File: src/source/glb_pkg.sv
// Geometry and vector types for the global buffer
// Imported by every module of the buffer and by its testbench

package glb_pkg;

    // ==============================
    // Buffer geometry
    // ==============================
    localparam int NUM_BANK   = 8;
    localparam int NUM_WRPORT = 2;
    localparam int NUM_RDPORT = 2;
    localparam int MAXPAR     = 4;
    localparam int BANK_WORDS = 16;
    localparam int BANK_WIDTH = 16;
    localparam int ADDR_WIDTH = 8;

    // ==============================
    // Vector types
    // ==============================

    // One word of one SRAM bank
    typedef logic [BANK_WIDTH-1:0] bank_data_t;

    // MAXPAR lanes side by side, lane k at bits BANK_WIDTH*k and up
    typedef logic [MAXPAR*BANK_WIDTH-1:0] port_data_t;

    // Word address inside a bank
    typedef logic [$clog2(BANK_WORDS)-1:0] bank_addr_t;

    // Stream address as seen by a port
    typedef logic [ADDR_WIDTH-1:0] port_addr_t;

    // One bit per bank
    typedef logic [NUM_BANK-1:0] bank_mask_t;
    typedef logic [$clog2(NUM_BANK)-1:0] bank_idx_t;

    // Parallelism 1..MAXPAR, needs one bit above the log
    typedef logic [$clog2(MAXPAR):0] par_t;

    // Port indices for bank ownership
    typedef logic [$clog2(NUM_WRPORT)-1:0] wr_idx_t;
    typedef logic [$clog2(NUM_RDPORT)-1:0] rd_idx_t;

endpackage

File: src/source/glb_bank.sv
// Single-port SRAM bank with a write strobe and a handshaked, registered read
// Read data is held in the output register until the consumer takes it

`timescale 1ns/1ns

module glb_bank
    import glb_pkg::*;
(
    input  logic       clk,
    input  logic       rst_n,
    input  logic       wr_en_i,
    input  bank_addr_t wr_addr_i,
    input  bank_data_t wr_data_i,
    input  logic       rd_en_i,
    input  bank_addr_t rd_addr_i,
    input  logic       rd_ready_i,
    output logic       rd_addr_rdy_o,
    output logic       rd_valid_o,
    output bank_data_t rd_data_o
);

    bank_data_t mem [BANK_WORDS];
    bank_data_t rd_data_q;
    logic       rd_valid_q;

    always_ff @(posedge clk) begin
        if (wr_en_i) begin
            mem[wr_addr_i] <= wr_data_i;
        end
    end

    // Output register, loaded on an accepted address
    always_ff @(posedge clk) begin
        if (rd_en_i) begin
            rd_data_q <= mem[rd_addr_i];
        end
    end

    always_ff @(posedge clk or negedge rst_n) begin
        if (!rst_n) begin
            rd_valid_q <= 1'b0;
        end else if (rd_en_i) begin
            rd_valid_q <= 1'b1;
        end else if (rd_ready_i) begin
            rd_valid_q <= 1'b0;
        end
    end

    // Free slot, or the held word leaves this cycle
    assign rd_addr_rdy_o = !rd_valid_q || rd_ready_i;
    assign rd_valid_o    = rd_valid_q;
    assign rd_data_o     = rd_data_q;

    // Upstream control must respect the bank's slot
    a_rd_en_when_ready: assert property (
        @(posedge clk) disable iff (!rst_n)
        rd_en_i |-> rd_addr_rdy_o
    );

    a_hold_under_backpressure: assert property (
        @(posedge clk) disable iff (!rst_n)
        rd_valid_q && !rd_ready_i |=> rd_valid_q && $stable(rd_data_q)
    );

endmodule

File: config.mk
export PLATFORM = sky130hd
export DESIGN_NAME = glb_bank
export DESIGN_NICKNAME = d
export VERILOG_FILES = /design/src/source/glb_pkg.sv /design/src/source/glb_bank.sv
export SDC_FILE = /design/constraint.sdc
export NUM_CORES = 1
export LEC_CHECK = 0
export ABC_AREA = 1
export BUFFER_PORTS_ARGS = -buffer_cell sky130_fd_sc_hd__buf_2
export CORE_ASPECT_RATIO = 1.25
export CORE_UTILIZATION = 40
export CTS_BUF_LIST = sky130_fd_sc_hd__clkbuf_16
export DETAILED_ROUTE_END_ITERATION = 8
export HOLD_SLACK_MARGIN = 0.12
export PLACE_DENSITY = 0.65
export SLEW_MARGIN = 20
export SYNTH_ARGS = -nofsm -noshare
export SYNTH_HDL_FRONTEND = slang
export SYNTH_SLANG_ARGS = --single-unit
export TNS_END_PERCENT = 100
File: constraint.sdc
create_clock -name clk -period 1.74 [get_ports clk]
set_clock_uncertainty 0.2 [all_clocks]
set_input_delay 0.261 -clock clk [delete_from_list [all_inputs] [get_ports clk]]
set_output_delay 0.261 -clock clk [all_outputs]
set_load 0.02 [all_outputs]
# Word level (Yosys, flattened, before mapping)
# Memories as Yosys holds them, arrays and structs flattened. A register that Yosys moved wholly into a read port is not among the register bits.
# Index checks and enable logic that the tools add are counted.
classes:
  mux: 4
  n_reduce_logical: 3
ops:
  columns: ["cell", "n"]
  rows:
  - ["1-bit 2-to-1 mux", 4]
  - ["2-bit nonzero test", 1]
  - ["1-bit zero test", 1]
  - ["1-bit logical OR", 1]
word_totals:
  ramBits: 256
  wordCells: 9
  input_bits: 29
  n_memories: 1
  register_bits: 1
mem_list:
  columns: ["memory", "words", "width", "read_ports", "rd_clocked_by_memory_dff", "wr", "line", "source"]
  rows:
  - ["mem", 16, 16, 1, 1, 1, "glb_bank.sv:22", "bank_data_t mem [BANK_WORDS];"]

# Depth between registers and ports, before layout
depth:
  word_depth: 2
  mapped_depth: 9
  mapped_depth_nobuf: 7

# Least setup slack after synthesis
# OpenSTA, ideal clock, no wires.
synth_path:
  kind: "input-to-reg"
  from: "input port wr_addr_i[2]"
  to: "memory mem[10][0] (netlist name), enable pin"
  arrival_time_ps: 1172
  slack_ps: -21
  path_buffers: 0
  cell_stages: 2
  setup_time_ps: 388
  cell_sequence: "nand3b_1 -> nor2_1"
synth_rtl:
  columns: ["item", "line", "source"]
  rows:
  - ["start: declaration", "glb_bank.sv:12", "input bank_addr_t wr_addr_i,"]
  - ["end: declaration", "glb_bank.sv:22", null]
# No word-level cell before the write port.

# Final worst setup path
layout_path:
  from: "register rd_data_q[4] (netlist: rd_data_o[4]) (read register of mem)"
  to: "output port rd_data_o[4]"
layout_rtl:
  columns: ["item", "line", "source"]
  rows:
  - ["start: declaration", "glb_bank.sv:23", "bank_data_t rd_data_q;"]
  - ["end: declaration", "glb_bank.sv:19", "output bank_data_t rd_data_o"]
# No word-level cell between the ends.

==> results.toml <==
[grt]
grt_max_degree = 65
grt.total_usage_pct = 19.34
grt_pass1_vias = 7600
antenna_found_initial = 2
grt_overflow = 0
grt_pass1_wl_um = 42960

[cells_and_area]
diodes = 0
final_util_pct = 47.78
final_nets = 1190
final_area_um2 = 13610
syn2layout_area_growth_pct = 17.47
drive_gt1_share_pct = 11.70
stdcell_count = 1534

[sta]
max_slew.worst_pin.slew_ns = 0.8095
fin_crit_sh_pct = 95.26
drv_slew = 0
slew_headroom_pct = 45.98
fmax_ghz = 0.6033
min_period_ns = 1.657
setup_violations = 0
rsz0062_at_grt = "no"
final-hold-violation-count = 0

[floorplanning]
rows = 69
start_util_pct = 40.67
io_pins = 47
die_w_um = 154.2
die_height_um = 192.3
coreArea_um2 = 28490
die-area_um2 = 29660

[setup_path]
worst_setup_path_start_kind = "flop"
critical_path_buf_inv_count = 1
cp_slowest_stage_delay_ns = 0.46
worst_ep_required_time_ns = 1.28
cp_slowest_cell = "edfxtp_1"
cp_cell_sequence = "buf_2"
crit_family = "flip-flops"
path_class = "reg2out"
cp_max_fo = 1
worstPathArrival_ns = 1.20
end_kind = "primary output"

[power_and_ir_drop]
leakage_nw = 5.768
sw_frac_of_total_pct = 22.01
power_density_nw_per_um2 = 1019
p_total_w = 0.01387
p_switching_w = 0.003053
p_comb_share_pct = 7.1
seq_power_share_pct = 53.7
ir_drop_mv = 0.6318
pwr-share-clk_pct = 39.2
p_int_w = 0.01082

[clock_tree]
clk_transition_reported_paths_ns = 0.06
cts_buffer_depth = 3
cts-root-buf = "clkbuf_16"
cts_resized = 0
clkLatencyLatePin_ns = 0.53
cts_sinks = 273
cts_tree = "built"
cts_buffers = 26
htree_num_levels = 1

[yosys]
netlist_area_um2 = 11590
synth.yosys.seq_area_share_pct = 70.71
ys_types = 13
synth_top_area_share_pct = 70.49
syn_inst = 1079
avgSynthCellArea_um2 = 10.74
yosys.area.top_type = "edfxtp_1"
synth.area.top_cells = "edfxtp_1 70%, nand2_1 11%, nand3_1 8.3%"
syn_nets = 1108
yosys_register_bits = 273
synth_warnings = 0

[min_path]
hold_class = "in2reg"

[placed_design]
place_inst = 1468
dpl_cell_area_um2 = 12600
gp_congestion = 0.7533
post-dp-hpwl_um = 15290
port_buffers = 46

[run_status]
status = "complete, no violations"

[routing]
detail-route-antenna-nets = 0
drc = 0
wirelength_um = 27480
num_vias = 7634
wire_per_inst_um = 17.91
via_per_inst = 4.977
first_iter_violations = 722
firstDrtPassIters = 5

[run]
max-cap-violations = 0
-- stage by stage --
step / setup TNS [ns] / hold WS [ns] / worst slack [ns]
4_1_cts: 0 / 0.1660 / 0.06822
3_5_place_dp: 0 / -0.1625 / 0.02851
2_1_floorplan: -2.635 / -0.2346 / -0.02058
6_report: 0 / 0.1777 / 0.08250
3_3_place_gp: 0 / -0.1640 / 0.06846
5_1_grt: 0 / 0.2030 / 0.05235
-- final timing paths --
path / start / depth (start not counted) / to / slack [ns]
max: rd_data_o[4] / 1 / rd_data_o[4] / 0.08
min: rd_addr_i[3] / 4 / rd_data_o[5] / 0.18
max reg2reg: mem[1][12] / 6 / rd_data_o[12] / 0.39
min reg2reg: rd_valid_o / 2 / rd_valid_o / 0.29
max in group asynchronous: rst_n / 3 / rd_valid_o / 0.90
min in group asynchronous: rst_n / 3 / rd_valid_o / 0.34
-- tightest hold or removal path: stages --
cell and delay [ns]:
buf_2 0.09, buf_4 0.29, nand3_1 0.11, nand2_1 0.05
-- power by group through the flow --
stage | Clock (W) | Combinational, W | Sequential [W]
3_3_place_gp | 0 | 0.000929 | 0.00759
4_1_cts | 0.00553 | 0.000992 | 0.00745
5_1_grt | 0.00575 | 0.00110 | 0.00746
3_5_place_dp | 0 | 0.000948 | 0.00759
2_1_floorplan | 0 | 0.000501 | 0.00762
6_report | 0.00544 | 0.000984 | 0.00745
-- flip-flops by register name (all words and copies together) (netlist names) --
signal and count:
rd_valid_o 1, mem 256, rd_data_o 16
-- final cells by class --
type | count | area [um^2]
clock buffer | 27 | 675.6
clock inverter | 19 | 136.4
fill | 2513 | 14880
inverter | 200 | 752.0
multi-input combinational | 555 | 2372
sequential | 273 | 8193
tap | 355 | 444.2
timing repair buffer | 105 | 1039
-- cell families after synthesis --
group	share of synthesized area, %
DFF	70.71
and+or+nand+nor	20.13
buffers and inverters	9.167
-- cell usage after synthesis --
cell and number:
buf_1 2, buf_2 18, buf_4 20, buf_6 3, clkbuf_1 8, dfrtp_1 1
edfxtp_1 272, inv_1 198, inv_2 2, nand2_1 343, nand3_1 193, nand3b_1 2
nor2_1 17
-- placed cells by master, fill, tap and decap left out --
| cell type | n |
|---|---|
| buf_12 | 25 |
| buf_2 | 45 |
| buf_4 | 15 |
| bufinv_16 | 2 |
| clkbuf_16 | 27 |
| clkinv_1 | 8 |
| clkinv_2 | 5 |
| clkinvlp_4 | 2 |
| dfrtp_1 | 1 |
| dlygate4sd3_1 | 20 |
| edfxtp_1 | 272 |
| inv_1 | 201 |
| inv_2 | 1 |
| nand2_1 | 343 |
| nand3_1 | 193 |
| nand3b_1 | 2 |
| nor2_1 | 1 |
| nor2_2 | 16 |
-- metal layers --
layer  global-route usage, %  wire length (um)  part of all wire, %
met1                   24.06             11300                   41
met2                   34.81             13680                   50
met3                   2.336              1651                  6.0
met4                   6.654               818                  3.0
met5                       0                27                0.098
-- what timing repair did --
| item | in CTS | in global routing |
|---|---|---|
| hold endpoints to repair | 274 | 0 |
| hold buffers | 20 | 0 |
| buffers inserted | 0 | 0 |
(Power assumes the default switching activity.)
