===== config.mk =====
export PLATFORM = sky130hd
export DESIGN_NAME = glb_wr_route
export DESIGN_NICKNAME = d
export VERILOG_FILES = /design/src/source/glb_pkg.sv /design/src/source/glb_wr_route.sv
export SDC_FILE = /design/constraint.sdc
export NUM_CORES = 1
export LEC_CHECK = 0
export ABC_AREA = 0
export BUFFER_PORTS_ARGS = -buffer_cell sky130_fd_sc_hd__buf_2
export CORE_AREA = 2 2 138 140
export DETAILED_ROUTE_END_ITERATION = 8
export DIE_AREA = 0 0 140 142
export PLACE_DENSITY = 0.75
export SLEW_MARGIN = 20
export SYNTH_ARGS = -nofsm -noshare
export SYNTH_HDL_FRONTEND = slang
export SYNTH_SLANG_ARGS = --single-unit

===== constraint.sdc =====
create_clock -name vclk -period 2.9
set_input_delay 0.87 -clock vclk [all_inputs]
set_output_delay 0.87 -clock vclk [all_outputs]
set_load 0.02 [all_outputs]

===== src/source/glb_pkg.sv =====
// Geometry and vector types for the global buffer
// Imported by every module of the buffer and by its testbench

package glb_pkg;

    // ==============================
    // Buffer geometry
    // ==============================
    localparam int NUM_BANK   = 8;
    localparam int NUM_WRPORT = 2;
    localparam int NUM_RDPORT = 2;
    localparam int MAXPAR     = 4;
    localparam int BANK_WORDS = 16;
    localparam int BANK_WIDTH = 16;
    localparam int ADDR_WIDTH = 8;

    // ==============================
    // Vector types
    // ==============================

    // One word of one SRAM bank
    typedef logic [BANK_WIDTH-1:0] bank_data_t;

    // MAXPAR lanes side by side, lane k at bits BANK_WIDTH*k and up
    typedef logic [MAXPAR*BANK_WIDTH-1:0] port_data_t;

    // Word address inside a bank
    typedef logic [$clog2(BANK_WORDS)-1:0] bank_addr_t;

    // Stream address as seen by a port
    typedef logic [ADDR_WIDTH-1:0] port_addr_t;

    // One bit per bank
    typedef logic [NUM_BANK-1:0] bank_mask_t;
    typedef logic [$clog2(NUM_BANK)-1:0] bank_idx_t;

    // Parallelism 1..MAXPAR, needs one bit above the log
    typedef logic [$clog2(MAXPAR):0] par_t;

    // Port indices for bank ownership
    typedef logic [$clog2(NUM_WRPORT)-1:0] wr_idx_t;
    typedef logic [$clog2(NUM_RDPORT)-1:0] rd_idx_t;

endpackage


===== src/source/glb_wr_route.sv =====
// Write datapath routing: each bank takes its lane and word address
// from the write port that owns it

`timescale 1ns/1ns

module glb_wr_route
    import glb_pkg::*;
(
    input  port_data_t wr_dat_i [NUM_WRPORT],
    input  bank_idx_t  wr_first_i [NUM_WRPORT],
    input  bank_addr_t wr_bank_addr_i [NUM_WRPORT],
    input  wr_idx_t    bank_wr_owner_i [NUM_BANK],
    output bank_data_t bank_wdata_o [NUM_BANK],
    output bank_addr_t bank_waddr_o [NUM_BANK]
);

    for (genvar b = 0; b < NUM_BANK; b++) begin : g_bank
        bank_idx_t                   lane_off;
        logic [$clog2(MAXPAR)-1:0]   lane;

        // Position of this bank inside the owner's current group
        assign lane_off = bank_idx_t'(b) - wr_first_i[bank_wr_owner_i[b]];
        // Only meaningful while the bank is hit, then it is below MAXPAR
        assign lane     = lane_off[$clog2(MAXPAR)-1:0];

        assign bank_wdata_o[b] =
            wr_dat_i[bank_wr_owner_i[b]][lane*BANK_WIDTH +: BANK_WIDTH];
        assign bank_waddr_o[b] = wr_bank_addr_i[bank_wr_owner_i[b]];
    end

endmodule


# [Yosys cells after proc, flatten, opt, wreduce, memory -nomap -nowiden]
# Cells that the tools add are included.
[totals] reg_bits=0 in_bits=150 output_inout_bits=160 wordCells=104
[op_classes] addsub=8 order_cmp=8 shift=8 muxes=72 bitwise=8
[op_table] op="$mux 64" n=24
[op_table] op="$shiftx 64x7->16" n=8
[op_table] op="$mux 4" n=24
[op_table] op="$mux 2" n=24
[op_table] op="$ge 2x2->1 const B" n=8
[op_table] op="$not 1->2" n=8
[op_table] op="$sub 1x2->2 const A" n=4
[op_table] op="$sub 2x2->2 const A" n=4

# [Logic depth before layout (Yosys ltp)]
# Gate-level depths: netlist of run 1.
[depth] ltp_word=6 ltp_mapped=8

# [Worst setup path after synthesis of run 1]
# OpenSTA, ideal clock, no wires.
[synth_timing] path_type="input to output" startpoint="input bank_wr_owner_i[4] (netlist name)" endpoint="output bank_wdata_o[76] (netlist name)" arrival_ns=2.345 slack_ns=-0.315 path_stages=6 n_path_buf=2 cell_sequence="buf_4 -> mux2i_4 -> buf_4 -> a221oi_1 -> a21o_1 -> a221oi_1"
[synth_lines] item="from (decl)" line_no="glb_wr_route.sv:12" text="input wr_idx_t bank_wr_owner_i [NUM_BANK],"
[synth_lines] item="to (decl)" line_no="glb_wr_route.sv:13" text="output bank_data_t bank_wdata_o [NUM_BANK],"

==> results of run 1 <==
-- layout by cell type (no fill, tap or decap), types with 17 or more instances in the layout --
master | Yosys | routed
a2111oi_2 | 0 | 17
a21o_1 | 47 | 47
a21oi_2 | 0 | 25
a221oi_2 | 0 | 40
a221oi_4 | 0 | 31
a22oi_1 | 41 | 41
buf_12 | 2 | 50
buf_16 | 0 | 20
buf_2 | 45 | 188
buf_4 | 15 | 224
buf_6 | 9 | 117
buf_8 | 0 | 21
mux2_2 | 94 | 77
mux2_4 | 0 | 17
mux2i_1 | 149 | 80
mux2i_2 | 2 | 53
mux2i_4 | 1 | 19
nand2_1 | 92 | 72
nand2_2 | 0 | 17
nor2_1 | 42 | 21
nor2b_1 | 41 | 25
o21ai_2 | 0 | 17
-- repair_timing --
item	4_1_cts	5_1_grt
gates cloned	25	6
buffers inserted	58	38
setup endpoints to repair	136	133
resized for setup	430	233
pin swaps	62	61
-- cells by family (layout without fill, tap and decap cells) --
kind of cell / after synthesis / count (layout) / synth area share
other cells: 0 / 3 / 0
mux: 261 / 261 / 0.405
buf+inv: 129 / 646 / 0.0962
compound gates: 358 / 358 / 0.369
xor+xnor: 2 / 2 / 0.00242
simple gates: 202 / 203 / 0.127
-- power by group through the flow --
stage | clock network [µW] | logic [µW] | registers (µW)
2_1_floorplan | 0 | 1680 | 0
3_3_place_gp | 0 | 2630 | 0
3_5_place_dp | 0 | 2680 | 0
4_1_cts | 0 | 3320 | 0
5_1_grt | 0 | 3950 | 0
6_report | 0.000139 | 3890 | 0
-- how the worst max path moves through the flow --
| stage | slack, ps | start | depth (start not counted) | endpoint |
|---|---|---|---|---|
| final | -490 | wr_first_i[4] | 8 | bank_wdata_o[42] |
| after global routing | -560 | wr_first_i[4] | 9 | bank_wdata_o[37] |
| after CTS | -300 | wr_first_i[4] | 9 | bank_wdata_o[7] |
| after detailed placement | -510 | wr_first_i[1] | 5 | bank_wdata_o[61] |
| after global placement | -450 | wr_first_i[1] | 5 | bank_wdata_o[61] |
| after floorplan | -230 | wr_first_i[3] | 6 | bank_wdata_o[120] |
-- routing by layer --
metal	track usage	wire length, µm
met1	0.536	18400
met4	0.293	6150
met5	0	0
met3	0.104	8330
met2	0.714	23300
-- final cells by class --
cell class | count | area, µm² | area share
repair buffers | 628 | 6000 | 0.389
well taps | 234 | 293 | 0.0190
inverters | 18 | 92.6 | 0.00600
diodes | 3 | 7.51 | 0.000487
multi-input cells | 824 | 9030 | 0.586
-- stage by stage --
stage	TNS [ps]	hold WS (ps)	cells	utilization
finish	-24680	2190	1707	0.836
global route	-26430	2220	1704	0.835
CTS	-19360	2180	1665	0.763
detailed placement	-36650	2180	1586	0.613
global placement	-33290	2160	1586	0.613
floorplan	-2770	1930	952	-
==> results.yml, run 1 <==
power:
  p_per_area_mw_per_mm2: 252
  clkPwrFrac: 0
  comb_power_share: 1.000
  power.switching_uw: 2110
  design_power_total_uw: 3890
  seq_power_share: 0
  p_int_uw: 1780
  power_leakage_uw: 0.00672
  p_sw_frac: 0.542
  ir_worst_vdd_mv: 0.183
logic_synthesis:
  synth_area_mm2: 0.00725
  synth_area_leaders: "mux2i_1 (21%), mux2_2 (15%), a221oi_1 (9.8%)"
  synth_fp_nets: 1102
  ys_warn_count: 0
  ys_seq_area_frac: 0
  synthDistinctLibCells: 42
  synthCells: 952
  ys_top_cells_by_count: "mux2i_1 (149), mux2_2 (94), nand2_1 (92)"
  yosys.area.top_type_share: 0.206
  syn-mean-instance-area_um2: 7.61
  synth.largest_area_cell: "mux2i_1"
  synth_most_common_cell: "mux2i_1"
setup_path:
  crit_type: "in2out"
  crit_slowest_cell: "a2111oi_1"
  path_delay_family: "compound AO/OA/AOI/OAI gates"
  cp-start-kind: "input pin"
  slowest_delay_ps: 520
  crit_path_frequent_cell: "buf_12"
  cp-end-kind: "output pin"
  crit_required_ps: 2030
  critPathBufInv: 4
  crit_chain: "buf_12, buf_12, mux2i_4, buf_6, nor2b_1, a2111oi_1, a221oi_2, buf_4"
  cp_max_fo: 6
  arrival_ps: 2520
floorplan:
  core_mm2: 0.0185
  ios: 310
  die_h_um: 142
  dieArea_mm2: 0.0199
  initial_core_util: 0.393
  die_w_um: 140
  num_rows: 50
sta:
  achievable-frequency_mhz: 295
  maxSlewHeadroom: 0.573
  hold_violations: 0
  final-max-slew-violation-count: 0
  min_period_ps: 3390
  finalSetupViolCount: 125
  worstMarginPinSlew_ps: 640
  rsz0062_at_grt: "true"
  period_share: 1.17
  fin_ws_ps: -494
global_route:
  grt_usage: 0.445
  antenna_found_initial: 2
  grt_pass1_wl_um: 70000
  first_global_vias: 11900
  grt_max_degree: 27
  grt_remaining_overflow: 0
drt:
  drt_wl_total_um: 56200
  drt-initial-drc-count: 2001
  num_vias: 13000
  drc_errors: 118
  dr.pass1.iters: 9
  drt-wirelength-per-cell_um: 32.9
  ant_nets: 0
  via_per_inst: 7.60
job:
  cap_violations: 0
finish:
  finish.instance_area_mm2: 0.0154
  area_delta_synth_final_pct: 113
  seq_cell_count: 0
  nets: 1622
  nFillCells: 870
  clkbuf_count: 0
  regArea_um2: 0
  drive_gt1_frac: 0.725
place:
  place_ws_ps: -505
  gp_congestion: 0.988
  hpwl_um: 28600
  post_dp_cell_area_mm2: 0.0113
  io_buffers: 308
clock_tree:
  postCtsHoldBufs: 0
worst_hold_path:
  hp-class: "in2out"
  hold_depth: 3
  hp-start: "wr_bank_addr_i[2]"
  min_to: "bank_waddr_o[22]"
outcome:
  outcome: "finished, violations left"
  violations: "DRC, setup timing"
No activity file was read; power rests on OpenSTA's default activity.
==> run 2, diff against run 1 <==
PLACE_DENSITY = 0.72   (was 0.75)
clock period = 3.5 ns   (was 2.9 ns; I/O delays follow)
==> run 2 against run 1 <==
The run still ends with DRC, setup timing left. Setup slack better by 440 ps. Core utilization down 24 points. Combinational power decreased by 43%. Critical path depth increased by 1. Final area decreased by 28%. Cell count shrank 8.7%. Routed wire length down 34%. Global-route usage fell by 10 points. First-iteration DRC count down 47%. Via count shrank 21%. Flip-flop and latch count stayed put. Sequential share of layout area stayed put. Critical endpoint is now bank_wdata_o[37]. Largest cell class unchanged.
==> results.yml, run 2 (same netlist as run 1, synthesis figures left out) <==
outcome:
  outcome: "finished, violations left"
  violations: "DRC, setup timing"
power:
  power_leakage_uw: 0.00526
  p_sw_frac: 0.565
  comb_power_share: 1.000
  power.switching_uw: 1240
  ir_worst_vdd_mv: 0.102
  p_int_uw: 957
  design_power_total_uw: 2200
  seq_power_share: 0
  clkPwrFrac: 0
  p_per_area_mw_per_mm2: 199
drt:
  num_vias: 10300
  drc_errors: 17
  dr.pass1.iters: 9
  drt_wl_total_um: 36900
  via_per_inst: 6.59
  drt-initial-drc-count: 1054
  ant_nets: 0
  drt-wirelength-per-cell_um: 23.6
floorplan:
  die_h_um: 142
  dieArea_mm2: 0.0199
  ios: 310
  die_w_um: 140
  initial_core_util: 0.393
  core_mm2: 0.0185
  num_rows: 50
sta:
  hold_slack_ps: 2540
  finalSetupViolCount: 4
  period_share: 1.02
  rsz0062_at_grt: "true"
  final-max-slew-violation-count: 0
  worstMarginPinSlew_ps: 712
  fin_ws_ps: -53.0
  hold_violations: 0
  maxSlewHeadroom: 0.523
  finalSetupTns_ps: -114
  achievable-frequency_mhz: 281
  min_period_ps: 3550
setup_path:
  crit_type: "in2out"
  cp_max_fo: 5
  cp-end-kind: "output pin"
  arrival_ps: 2500
  cp-start-kind: "input pin"
  crit_required_ps: 2450
place:
  dp_cells: 1528
  io_buffers: 308
  gp_congestion: 0.960
  hpwl_um: 26800
global_route:
  grt_usage: 0.341
  antenna_found_initial: 2
  grt_max_degree: 41
  grt_remaining_overflow: 0
  first_global_vias: 9573
  grt_pass1_wl_um: 54600
clock_tree:
  postCtsHoldBufs: 0
worst_hold_path:
  hp-class: "in2out"
finish:
  final_cell_mix: "buf_2 (266), buf_4 (146), mux2i_1 (143)"
  regArea_um2: 0
  seq_cell_count: 0
  layout_commonest_cell: "buf_2"
  clkbuf_count: 0
  nFillCells: 1624
  area_delta_synth_final_pct: 52.5
  nets: 1476
  fin_cells: 1559
  drive_gt1_frac: 0.523
job:
  cap_violations: 0
==> run 2: power by group through the flow <==
stage                     Clock [µW]  Sequential, µW  Combinational (µW)
after floorplan                    0               0                1180
after global placement             0               0                1900
after detailed placement           0               0                1920
after CTS                          0               0                2060
after global routing       0.0000382               0                2310
final                      0.0000382               0                2200
==> run 2: metal layers <==
metal  vias to the layer above  track usage  wire length, µm
met5                         -            0               12
met4                         2        0.104             1330
met3                       130       0.0404             3510
met2                       740        0.586            17400
met1                      4845        0.450            14600
li1                       4553            -                -
==> run 2: worst max-delay path, stage by stage <==
cell and delay (ps):
buf_8 90, mux2i_4 300, buf_6 160, buf_16 110, nor2b_1 50, a2111oi_1 370, a221oi_2 60, buf_4 160
buf_4 150
==> run 2: final timing paths <==
| kind | start | endpoint | slack, ps | cells after the start |
|---|---|---|---|---|
| worst max-delay path | bank_wr_owner_i[2] | bank_wdata_o[37] | -50 | 9 |
| worst min-delay path | wr_bank_addr_i[0] | bank_waddr_o[16] | 2540 | 3 |
==> run 2: per-stage QoR <==
step | util | instance area, µm² | setup WS (ps)
floorplan | - | 7380 | -39.2
global placement | 0.538 | 9920 | -267
detailed placement | 0.538 | 9920 | -279
CTS | 0.572 | 10600 | -58.3
global route | 0.599 | 11100 | -76.5
finish | 0.599 | 11100 | -53.0
==> run 2: cell type report <==
cell class	count	area, µm²	share of cell area
Antenna cell	1	2.50	0.000226
Timing Repair Buffer	483	3550	0.322
Inverter	18	67.6	0.00611
Tap cell	234	293	0.0265
Multi-Input combinational cell	823	7140	0.646
==> run 2: timing repair <==
item,in CTS,in global routing
gates cloned,3,2
setup endpoints to repair,83,96
resized for setup,126,100
setup buffers,15,12
endpoints found under the hold margin,0,0
pin swaps,13,19
