===== src/source/glb_pkg.sv =====
// Geometry and vector types for the global buffer
// Imported by every module of the buffer and by its testbench

package glb_pkg;

    // ==============================
    // Buffer geometry
    // ==============================
    localparam int NUM_BANK   = 8;
    localparam int NUM_WRPORT = 2;
    localparam int NUM_RDPORT = 2;
    localparam int MAXPAR     = 4;
    localparam int BANK_WORDS = 16;
    localparam int BANK_WIDTH = 16;
    localparam int ADDR_WIDTH = 8;

    // ==============================
    // Vector types
    // ==============================

    // One word of one SRAM bank
    typedef logic [BANK_WIDTH-1:0] bank_data_t;

    // MAXPAR lanes side by side, lane k at bits BANK_WIDTH*k and up
    typedef logic [MAXPAR*BANK_WIDTH-1:0] port_data_t;

    // Word address inside a bank
    typedef logic [$clog2(BANK_WORDS)-1:0] bank_addr_t;

    // Stream address as seen by a port
    typedef logic [ADDR_WIDTH-1:0] port_addr_t;

    // One bit per bank
    typedef logic [NUM_BANK-1:0] bank_mask_t;
    typedef logic [$clog2(NUM_BANK)-1:0] bank_idx_t;

    // Parallelism 1..MAXPAR, needs one bit above the log
    typedef logic [$clog2(MAXPAR):0] par_t;

    // Port indices for bank ownership
    typedef logic [$clog2(NUM_WRPORT)-1:0] wr_idx_t;
    typedef logic [$clog2(NUM_RDPORT)-1:0] rd_idx_t;

endpackage


===== src/source/glb_rd_gather.sv =====
// Read datapath: assembles each read port's lanes from its bank group
// and returns the consumer's ready to the banks that port owns

`timescale 1ns/1ns

module glb_rd_gather
    import glb_pkg::*;
(
    input  logic                  clk,
    input  logic                  rst_n,
    input  logic [NUM_RDPORT-1:0] rd_addr_vld_i,
    input  logic [NUM_RDPORT-1:0] rd_addr_rdy_i,
    input  bank_idx_t             rd_first_i [NUM_RDPORT],
    input  logic [NUM_RDPORT-1:0] rd_dat_rdy_i,
    input  logic [NUM_BANK-1:0]   bank_rd_valid_i,
    input  bank_data_t            bank_rd_data_i [NUM_BANK],
    input  rd_idx_t               bank_rd_owner_i [NUM_BANK],
    output port_data_t            rd_dat_o [NUM_RDPORT],
    output logic [NUM_RDPORT-1:0] rd_dat_vld_o,
    output logic [NUM_BANK-1:0]   bank_rd_ready_o
);

    bank_idx_t first_q [NUM_RDPORT];

    for (genvar i = 0; i < NUM_RDPORT; i++) begin : g_port
        // Group of the word now in flight
        always_ff @(posedge clk or negedge rst_n) begin
            if (!rst_n) begin
                first_q[i] <= '0;
            end else if (rd_addr_vld_i[i] && rd_addr_rdy_i[i]) begin
                first_q[i] <= rd_first_i[i];
            end
        end

        // Owner check keeps another port's bank from leaking in after reset
        assign rd_dat_vld_o[i] = bank_rd_valid_i[first_q[i]]
                                 && (bank_rd_owner_i[first_q[i]] == rd_idx_t'(i));

        for (genvar k = 0; k < MAXPAR; k++) begin : g_lane
            bank_idx_t lane_bank;

            assign lane_bank = first_q[i] + bank_idx_t'(k);
            assign rd_dat_o[i][k*BANK_WIDTH +: BANK_WIDTH] = bank_rd_data_i[lane_bank];
        end
    end

    for (genvar b = 0; b < NUM_BANK; b++) begin : g_bank
        assign bank_rd_ready_o[b] = rd_dat_rdy_i[bank_rd_owner_i[b]];
    end

endmodule


===== config.mk =====
export PLATFORM = sky130hd
export DESIGN_NAME = glb_rd_gather
export DESIGN_NICKNAME = d
export VERILOG_FILES = /design/src/source/glb_pkg.sv /design/src/source/glb_rd_gather.sv
export SDC_FILE = /design/constraint.sdc
export NUM_CORES = 1
export LEC_CHECK = 0
export BUFFER_PORTS_ARGS = -buffer_cell sky130_fd_sc_hd__buf_2
export CELL_PAD_IN_SITES_DETAIL_PLACEMENT = 0
export CELL_PAD_IN_SITES_GLOBAL_PLACEMENT = 1
export CORE_MARGIN = 10
export CORE_UTILIZATION = 38
export DETAILED_ROUTE_END_ITERATION = 16
export HOLD_SLACK_MARGIN = 0.15
export PLACE_DENSITY = 0.92
export SLEW_MARGIN = 20
export SYNTH_ARGS = -nofsm -noshare
export SYNTH_HDL_FRONTEND = slang
export SYNTH_SLANG_ARGS = --single-unit

===== constraint.sdc =====
create_clock -name clk -period 2.3 [get_ports clk]
set_input_delay 0 -clock clk [delete_from_list [all_inputs] [get_ports clk]]
set_output_delay 0 -clock clk [all_outputs]
set_load 0.01 [all_outputs]

After elaboration in Yosys (flattened, before gate mapping)
Cells that the tools add are included.

Flip-flop bits (word level): 6. Output and inout port bits: 138. Word-level logic and storage cells: 89.

Magnitude comparators: 18. Add/sub/neg operators: 6. Bitwise gates (word level): 9. Reduce and logical (&&, ||, !) cells: 4. Mux-type cells: 50.

Operators by type and width (number): 16-bit binary-select mux with 3-bit select (8); 16-bit two-way mux (16); 4-bit >= comparator, second input constant (8); 3-bit inverter with 4-bit output (8); 1-bit two-way mux (22); 1-bit by 2-bit < comparator with 1-bit output, second input constant (8); 3-bit by 2-bit adder with 3-bit output, second input constant (4); 1-bit binary-select mux with 3-bit select (4); 3-bit by 4-bit < comparator with 1-bit output, second input constant (2); 3-bit by 1-bit adder with 3-bit output, second input constant (2); 1-bit logical AND (4); 1-bit inverter (1).

Depth between registers and ports, before layout
Gate-level depths: netlist of the first run.

Depth after elaboration: 6. Mapped depth: 9.

Least setup slack after synthesis of the first run
Ideal clock, no wire load.

Path type: register to output. From: register first_q[0] in the netlist's numbering. To: output rd_dat_o[48] in the netlist's numbering. Arrival time: 2.170 ns. Cell stages (with the launch flop): 9. Path slack: 0.130 ns. Path buffers: 4. Data required time: 2.300 ns. Path through: dfrtp_1 -> buf_2 -> buf_6 -> buf_6 -> inv_2 -> ha_1 -> xnor2_4 -> buf_6 -> mux4_2.

RTL lines: from (decl) (line glb_rd_gather.sv:23) `bank_idx_t first_q [NUM_RDPORT];`; from (signal, indexed assignment) (line glb_rd_gather.sv:31) `first_q[i] <= rd_first_i[i];`; to (decl) (line glb_rd_gather.sv:18) `output port_data_t rd_dat_o [NUM_RDPORT],`.

==> reports/qor_table.md, run 1 <==
| Step | Metric | Reported |
|:---|:---|:---|
| status | Status | finished clean |
| route | Pre-Repair DR Iteration Count | 5 |
| synth | Number of enable flip-flop cells after synthesis | 0 |
| timing | Relative slew slack | 66.7% |
| job | Number of violations of the max-capacitance limit | 0 |
| setup path | Launching element type of the critical path | flop |
| cells and area | Largest Register | first_q |
| global route | Antenna violations before repair | 0 |
| floorplanning | CORE AREA | 0.0180 mm2 |
| placed design | I/O Buffers | 295 |
| setup path | Critical-path maximum fanout | 16 |
| global route | Overflow after GRT | 0 |
| route | Vias after detailed routing | 6666 |
| floorplanning | Chip Height | 155 um |
| floorplanning | Number of core rows | 49 |
| floorplanning | Die area | 0.0240 mm2 |
| global route | Via count of the first global-routing pass | 7186 |
| synth | Count of state elements after synthesis | 6 |
| global route | Total routing resource utilization after global routing | 21.0% |
| cells and area | Most common library cell in the layout ignoring fill and taps | buf_2 |
| power and ir drop | LEAKAGE | 3.84 nW |
| setup path | CP startpoint | first_q[0]$_DFFE_PN0P_ |
| setup path | Required time reported for the critical path endpoint | 2.30 ns |
| clocking | Number of buffers created by CTS | 3 |
| synth | Number of warnings printed during yosys synthesis | 0 |
| global route | Global-route wire length before repair | 41.0 mm |
| timing | Post-Route Skew | 0 ns |
| setup path | Setup CP Type | flop to primary output |
| synth | Average instance area after synthesis | 11.9 um2 |
| global route | Largest net degree at the start of global routing | 74 |
| floorplanning | Starting density of the core | 38.6% |
| timing | Fmax | 454 MHz |
| power and ir drop | Final Power | 0.00589 W |
| cells and area | Largest registers | first_q (6) |
| placed design | DP HPWL | 20.1 mm |
| clocking | Clock tree from TritonCTS | done |
| route | Per-cell via count in the routed design | 6.14 |
| synth | Gate count of the mapped netlist | 581 |
| synth | Prevailing post-synth register cell | dfrtp_1 |
| setup path | Critical register-to-register path startpoint | first_q[0]$_DFFE_PN0P_ |
| clocking | Worst-case clock buffer depth | 2 |
| cells and area | Leading cell types in the layout, fill and taps excluded | buf_2 (295), mux2_1 (118), mux4_2 (112) |
| route | Routed wire length per instance | 24.8 um |
| clocking | Clock transition at the register clock pins on the worst setup and hold paths after CTS | 0.03 ns |
| setup path | Worst EP arrival | 2.20 ns |
| setup path | Cell Chain, Critical Path | buf_16 -> ha_4 -> xor2_4 -> buf_4 -> buf_12 -> mux4_2 -> buf_2 |
| synth | Asr flop ratio synth | 100% |
| synth | Cell area after synthesis | 0.00693 mm2 |
| clocking | Clock tree root buffer cell | clkbuf_16 |
| hold path | Worst min path class | input port to flop |
| clocking | Clock Latency Late Sink | 0.23 ns |
| hold path | Hold path start | rd_addr_rdy_i[0] |
| placed design | Routability congestion estimate | 0.837 |
| route | Starting DRC count in detailed routing | 354 |
| route | Number of remaining DRC errors | 0 |
| synth | Syn_nets | 743 |
| cells and area | Proportion of layout cells with a drive suffix above 1 | 67.1% |
| timing | Actual slew at the worst max-slew pin | 0.499 ns |
| timing | Number of setup violations in the final report | 0 |
| synth | Post-synthesis cell type count | 40 |
| timing | Period minus WS final | 2.20 ns |
| cells and area | Relative area change from synthesis to final layout | 29.0% |
| route | Final wirelength | 26.9 mm |
| timing | Final slew viol count | 0 |
| floorplanning | I/O pin count | 296 |
| cells and area | Antenna fix cells | 0 |
| cells and area | Number of nets in the layout | 1020 |
| clocking | Number of sinks driven by the clock tree | 6 |
| route | Count of antenna-violating nets left after detailed routing | 0 |
| timing | Number of hold violations in the final report | 0 |
| timing | Post-route fraction of the period consumed by the critical path | 95.7% |
| timing | RSZ-0062 raised after global routing | false |
| power and ir drop | Power per Cell Area | 658 mW/mm2 |
| floorplanning | Die width | 155 um |
| setup path | Largest incremental delay on the critical path | 0.53 ns |
| cells and area | Finished Core Util | 49.8% |
| setup path | Critical Path Sink Type | primary output |
| clocking | CTS H-Tree Depth | 1 |
| cells and area | Flip-flop count of the largest register after layout | 6 |
| synth | Sequential area share after synthesis | 2.17% |
| power and ir drop | Worst vdd ir | 0.316 mV |
| setup path | Slowest cell on crit path | mux4_2 |
==> synth_stat cells (3+ instances only) <==
library cell / instances / share of area, %
a21oi_1: 18 / 1.3
buf_1: 11 / 0.60
buf_2: 23 / 1.7
buf_4: 3 / 0.32
buf_6: 16 / 2.6
clkbuf_1: 8 / 0.43
dfrtp_1: 6 / 2.2
ha_1: 4 / 0.72
inv_1: 7 / 0.38
mux2_1: 118 / 19
mux2_2: 70 / 11
mux2_4: 50 / 11
mux2i_1: 16 / 2.3
mux4_2: 112 / 36
nand2_1: 37 / 2.0
nor2_1: 17 / 0.92
o21ai_1: 31 / 2.2
==> stage by stage <==
stage	hold WS [ns]	area (um2)	setup TNS, ns	cells	worst slack [ns]
2_1_floorplan	-0.296	6930	0	581	0.130
3_5_place_dp	-0.170	8550	-0.972	1065	-0.0741
4_1_cts	0.177	8910	0	1084	0.000505
3_3_place_gp	-0.175	8550	-0.106	1065	-0.0127
5_1_grt	0.211	8940	0	1085	0.00629
6_report	0.170	8940	0	1085	0.0994
==> timing repair <==
action | CTS | global route
hold buffers | 8 | 0
hold endpoints to repair | 12 | 0
pin swaps | 1 | 0
resized for setup | 6 | 4
endpoints found under the setup margin | 44 | 23
gates cloned | 4 | 0
setup buffers | 4 | 1
==> layer usage <==
layer	track usage [%]	part of all wire, %	up-vias
li1	-	-	2951
met1	24.2	37	3281
met2	36.7	50	372
met3	5.29	9.7	62
met4	7.47	3.0	0
met5	0	0	-
==> worst max-delay path, delay by kind of cell, from the launching register on <==
family                     cells  cell delay, ns
buffers and inverters          4            0.62
muxes                          1            0.53
DFF                            1            0.50
adders and majority gates      1            0.18
xor gates and xnor gates       1            0.12
==> layout make-up <==
cell class              count  area, um2
flip-flops and latches      6        163
clock buffers               3       75.1
fillers                  1622       9020
well taps                 229        287
inverters                  11       43.8
repair buffers            333       2010
multi-input cells         503       6360
==> logic make-up after synthesis <==
logic type               after synthesis  share of synthesized area (%)
AND/OR/NAND/NOR                       64                           3.84
XOR/XNOR                               4                           1.59
adder cells (fa/ha/maj)                4                          0.722
multiplexers                         366                           80.1
buffers and inverters                 72                           6.24
AO/OA/AOI/OAI                         65                           5.38
flip-flops                             6                           2.17
==> power by group <==
group          switching (W)  internal [W]
logic                0.00268       0.00277
clock network      0.0000568      0.000223
registers          0.0000330      0.000128
==> final timing paths <==
path                                                to  slack (ns)  cells past startpoint
worst max-delay path                      rd_dat_o[30]         0.1                      7
worst min-delay path            first_q[5]$_DFFE_PN0P_        0.17                      3
worst max register to register  first_q[0]$_DFFE_PN0P_        0.87                      3
worst min register to register  first_q[1]$_DFFE_PN0P_        0.83                      2
max in group asynchronous       first_q[3]$_DFFE_PN0P_        1.32                      3
min in group asynchronous       first_q[1]$_DFFE_PN0P_        0.73                      3
No activity file was read; power rests on OpenSTA's default activity.
==> run 2: changes to the inputs <==
--- a/config.mk
+++ b/config.mk
@@ -13,7 +13,7 @@
 export DETAILED_ROUTE_END_ITERATION = 16
 export HOLD_SLACK_MARGIN = 0.15
 export PLACE_DENSITY = 0.92
-export SLEW_MARGIN = 20
+export SLEW_MARGIN = 30
 export SYNTH_ARGS = -nofsm -noshare
 export SYNTH_HDL_FRONTEND = slang
 export SYNTH_SLANG_ARGS = --single-unit
==> constraint.sdc (replaced) <==
create_clock -name clk -period 2.3 [get_ports clk]
set_input_delay 0 -clock clk [delete_from_list [all_inputs] [get_ports clk]]
set_output_delay 0 -clock clk [all_outputs]
set_load 0.1 [all_outputs]
==> reports/qor_table.md, run 2 (synthesis gave the netlist of run 1 again) <==
| Step | Metric | Reported | Delta |
|:---|:---|:---|:---|
| power and ir drop | Power per Cell Area | 1310 mW/mm2 | +98% |
| clocking | Clock transition at the register clock pins on the worst setup and hold paths after CTS | 0.03 ns | about the same |
| timing | Tightest hold margin | 0.178 ns | +0.00744 ns |
| setup path | Critical-path maximum fanout | 45 | +29 |
| global route | Met3 capacity usage during global routing | 5.96% | +0.66 points |
| route | Starting DRC count in detailed routing | 374 | +5.6% |
| timing | Worst-case setup margin in the final layout | 0.0329 ns | -0.0666 ns |
| setup path | Required time reported for the critical path endpoint | 2.30 ns | about the same |
| setup path | Launching element type of the critical path | flop |  |
| power and ir drop | Switching fraction of total power | 63.5% | +17 points |
| timing | Period minus WS final | 2.27 ns | +0.0666 ns |
| power and ir drop | Portion of total power attributed to the clock network | 2.1% | -2.7 points |
| timing | Relative slew slack | 63.9% | -2.8 points |
| timing | Post-route fraction of the period consumed by the critical path | 98.6% | +2.9 points |
| power and ir drop | Proportion of power drawn by combinational gates | 96.6% | +4.1 points |
| timing | Actual slew at the worst max-slew pin | 0.541 ns | +0.0418 ns |
| timing | Post-Route Skew | 0 ns | unchanged |
| floorplanning | Number of core rows | 49 | unchanged |
| clocking | Number of sinks driven by the clock tree | 6 | unchanged |
| clocking | Clock Latency Late Sink | 0.23 ns | about the same |
| placed design | Post-placement worst setup slack | -0.00781 ns | +0.0663 ns |
| placed design | DP HPWL | 21.2 mm | +5.2% |
| clocking | Clock tree root buffer cell | clkbuf_16 |  |
| route | Per-cell via count in the routed design | 6.20 | +0.98% |
| setup path | Critical register-to-register path startpoint | first_q[2]$_DFFE_PN0P_ |  |
| setup path | Critical Path Sink Type | primary output |  |
| route | Count of antenna-violating nets left after detailed routing | 0 | unchanged |
| setup path | CP startpoint | first_q[3]$_DFFE_PN0P_ |  |
| setup path | Cell family with the largest share of critical-path delay | multiplexers |  |
| timing | TNS Setup | 0 ns | unchanged |
| setup path | Cell Chain, Critical Path | buf_12 -> mux2_2 -> mux4_2 -> buf_2 |  |
| global route | Overflow after GRT | 0 | unchanged |
| timing | Final slew viol count | 0 | unchanged |
| cells and area | Largest Register | first_q |  |
| global route | Most utilized layer in the global route result | met2 |  |
| hold path | Hold path start | rd_addr_rdy_i[0] |  |
| cells and area | Largest registers | first_q (6) |  |
| clocking | Clock tree from TritonCTS | done |  |
| job | Number of violations of the max-capacitance limit | 0 | unchanged |
| route | Vias after detailed routing | 6812 | +2.2% |
| cells and area | Proportion of layout cells with a drive suffix above 1 | 69.9% | +2.8 points |
| setup path | Slowest cell on crit path | dfrtp_4 |  |
| placed design | I/O Buffers | 295 | unchanged |
| timing | Fmax | 441 MHz | -2.9% |
| setup path | Setup CP Type | flop to primary output |  |
| status | Status | finished clean |  |
| clocking | Number of buffers created by CTS | 3 | unchanged |
| global route | Fraction of met1 tracks used by global routing | 26.6% | +2.4 points |
| power and ir drop | Worst vdd ir | 0.976 mV | +210% |
| cells and area | Leading cell types in the layout, fill and taps excluded | buf_2 (192), mux2_1 (118), mux4_2 (112) |  |
| setup path | Worst EP arrival | 2.27 ns | +0.07 ns |
| global route | Via count of the first global-routing pass | 7464 | +3.9% |
| timing | Number of setup violations in the final report | 0 | unchanged |
| power and ir drop | Final Power | 0.0138 W | +140% |
| cells and area | Flip-flop count of the largest register after layout | 6 | unchanged |
| cells and area | # fillers | 1393 | -14% |
| global route | Total routing resource utilization after global routing | 22.2% | +1.2 points |
| global route | Largest net degree at the start of global routing | 57 | -23% |
| route | Final wirelength | 28.7 mm | +6.7% |
| power and ir drop | Cell-internal power | 0.00505 W | +62% |
| cells and area | Total area of multi-input combinational cells | 0.00647 mm2 | +1.7% |
| floorplanning | Die area | 0.0240 mm2 | unchanged |
| timing | Number of hold violations in the final report | 0 | unchanged |
| clocking | CTS H-Tree Depth | 1 | unchanged |
| clocking | Worst-case clock buffer depth | 2 | unchanged |
| floorplanning | Chip Height | 155 um | unchanged |
| global route | Global-route wire length before repair | 43.2 mm | +5.5% |
| cells and area | Final cell count without fillers | 1098 | +1.2% |
| hold path | Worst min path class | input port to flop |  |
| cells and area | Relative area change from synthesis to final layout | 53.0% |  |
| global route | M2 GR Usage | 37.0% | +0.34 points |
| floorplanning | Starting density of the core | 38.6% | unchanged |
| floorplanning | Die width | 155 um | unchanged |
| placed design | Routability congestion estimate | 0.847 | +1.3% |
| placed design | Placed cell count | 1071 | +0.56% |
| cells and area | Flip-flop and latch area | 163 um2 | unchanged |
| cells and area | Most common library cell in the layout ignoring fill and taps | buf_2 |  |
| power and ir drop | Net Sw Power | 0.00879 W | +220% |
| cells and area | Number of nets in the layout | 1029 | +0.88% |
| route | Number of remaining DRC errors | 0 | unchanged |
| route | Routed wire length per instance | 26.1 um | +5.4% |
| power and ir drop | LEAKAGE | 4.45 nW | +16% |
| global route | Antenna violations before repair | 4 | +4 |
| floorplanning | I/O pin count | 296 | unchanged |
| route | Pre-Repair DR Iteration Count | 5 | unchanged |
| setup path | Largest incremental delay on the critical path | 0.53 ns | about the same |
| power and ir drop | Sequential share of power | 1.3% | -1.4 points |
| floorplanning | CORE AREA | 0.0180 mm2 | unchanged |
| timing | RSZ-0062 raised after global routing | true |  |
| setup path | Buffer and inverter count on the worst path | 2 | -2 |
-- run 2: changes by cell type in the layout (fill, tap and decap cells not counted), sizes merged --
cell	delta
diode	+3
buf	+2
clkbuf	+7
bufbuf	+1
-- run 2: repair_timing --
| action | 4_1_cts | 5_1_grt |
|---|---|---|
| buffers inserted | 4 | 2 |
| cloned | 4 | 2 |
| setup endpoints to repair | 58 | 31 |
| gates resized for setup | 12 | 29 |
| endpoints found under the hold margin | 12 | 0 |
| hold buffers | 8 | 0 |
| pin swaps | 1 | 0 |
-- run 2: path summary, 6_finish.rpt --
kind | depth (start not counted) | slack, ns | end
max in group asynchronous | 3 | 1.35 | first_q[3]$_DFFE_PN0P_
worst min register to register | 2 | 1.07 | first_q[3]$_DFFE_PN0P_
worst min-delay path | 3 | 0.18 | first_q[4]$_DFFE_PN0P_
worst max register to register | 3 | 0.86 | first_q[2]$_DFFE_PN0P_
worst max-delay path | 4 | 0.03 | rd_dat_o[67]
min in group asynchronous | 3 | 0.71 | first_q[2]$_DFFE_PN0P_
-- run 2: area by class of cell --
type | instances | share of cell area [%]
Sequential cell | 6 | 1.53
Antenna cell | 3 | 0.0708
Inverter | 11 | 0.425
Tap cell | 229 | 2.70
Multi-Input combinational cell | 503 | 61.1
Timing Repair Buffer | 342 | 33.5
Clock buffer | 4 | 0.743
-- run 2: worst reg2reg max path, cell delays in order (launching register included) --
cell,delay [ns]
dfrtp_4,0.52
buf_4,0.17
bufbuf_16,0.32
mux2_2,0.31
-- run 2: power groups by stage --
stage	Combinational, W	Clock [W]	Sequential (W)
final	0.0134	0.000292	0.000174
after detailed placement	0.0130	0	0.000169
after floorplan	0.00930	0	0.000134
after CTS	0.0133	0.000293	0.000172
after global placement	0.0129	0	0.000169
after global routing	0.0137	0.000301	0.000177
-- run 2: metal layers --
metal / vias up / wire [um]
li1: 2967 / -
met1: 3370 / 11000
met2: 401 / 14100
met3: 72 / 2550
met4: 2 / 1090
met5: - / 7
-- run 2: stage by stage --
step	util [%]	area (um2)
3_3_place_gp	55.9	10000
2_1_floorplan	-	7070
4_1_cts	58.2	10500
6_report	59.0	10600
3_5_place_dp	56.1	10100
5_1_grt	59.0	10600
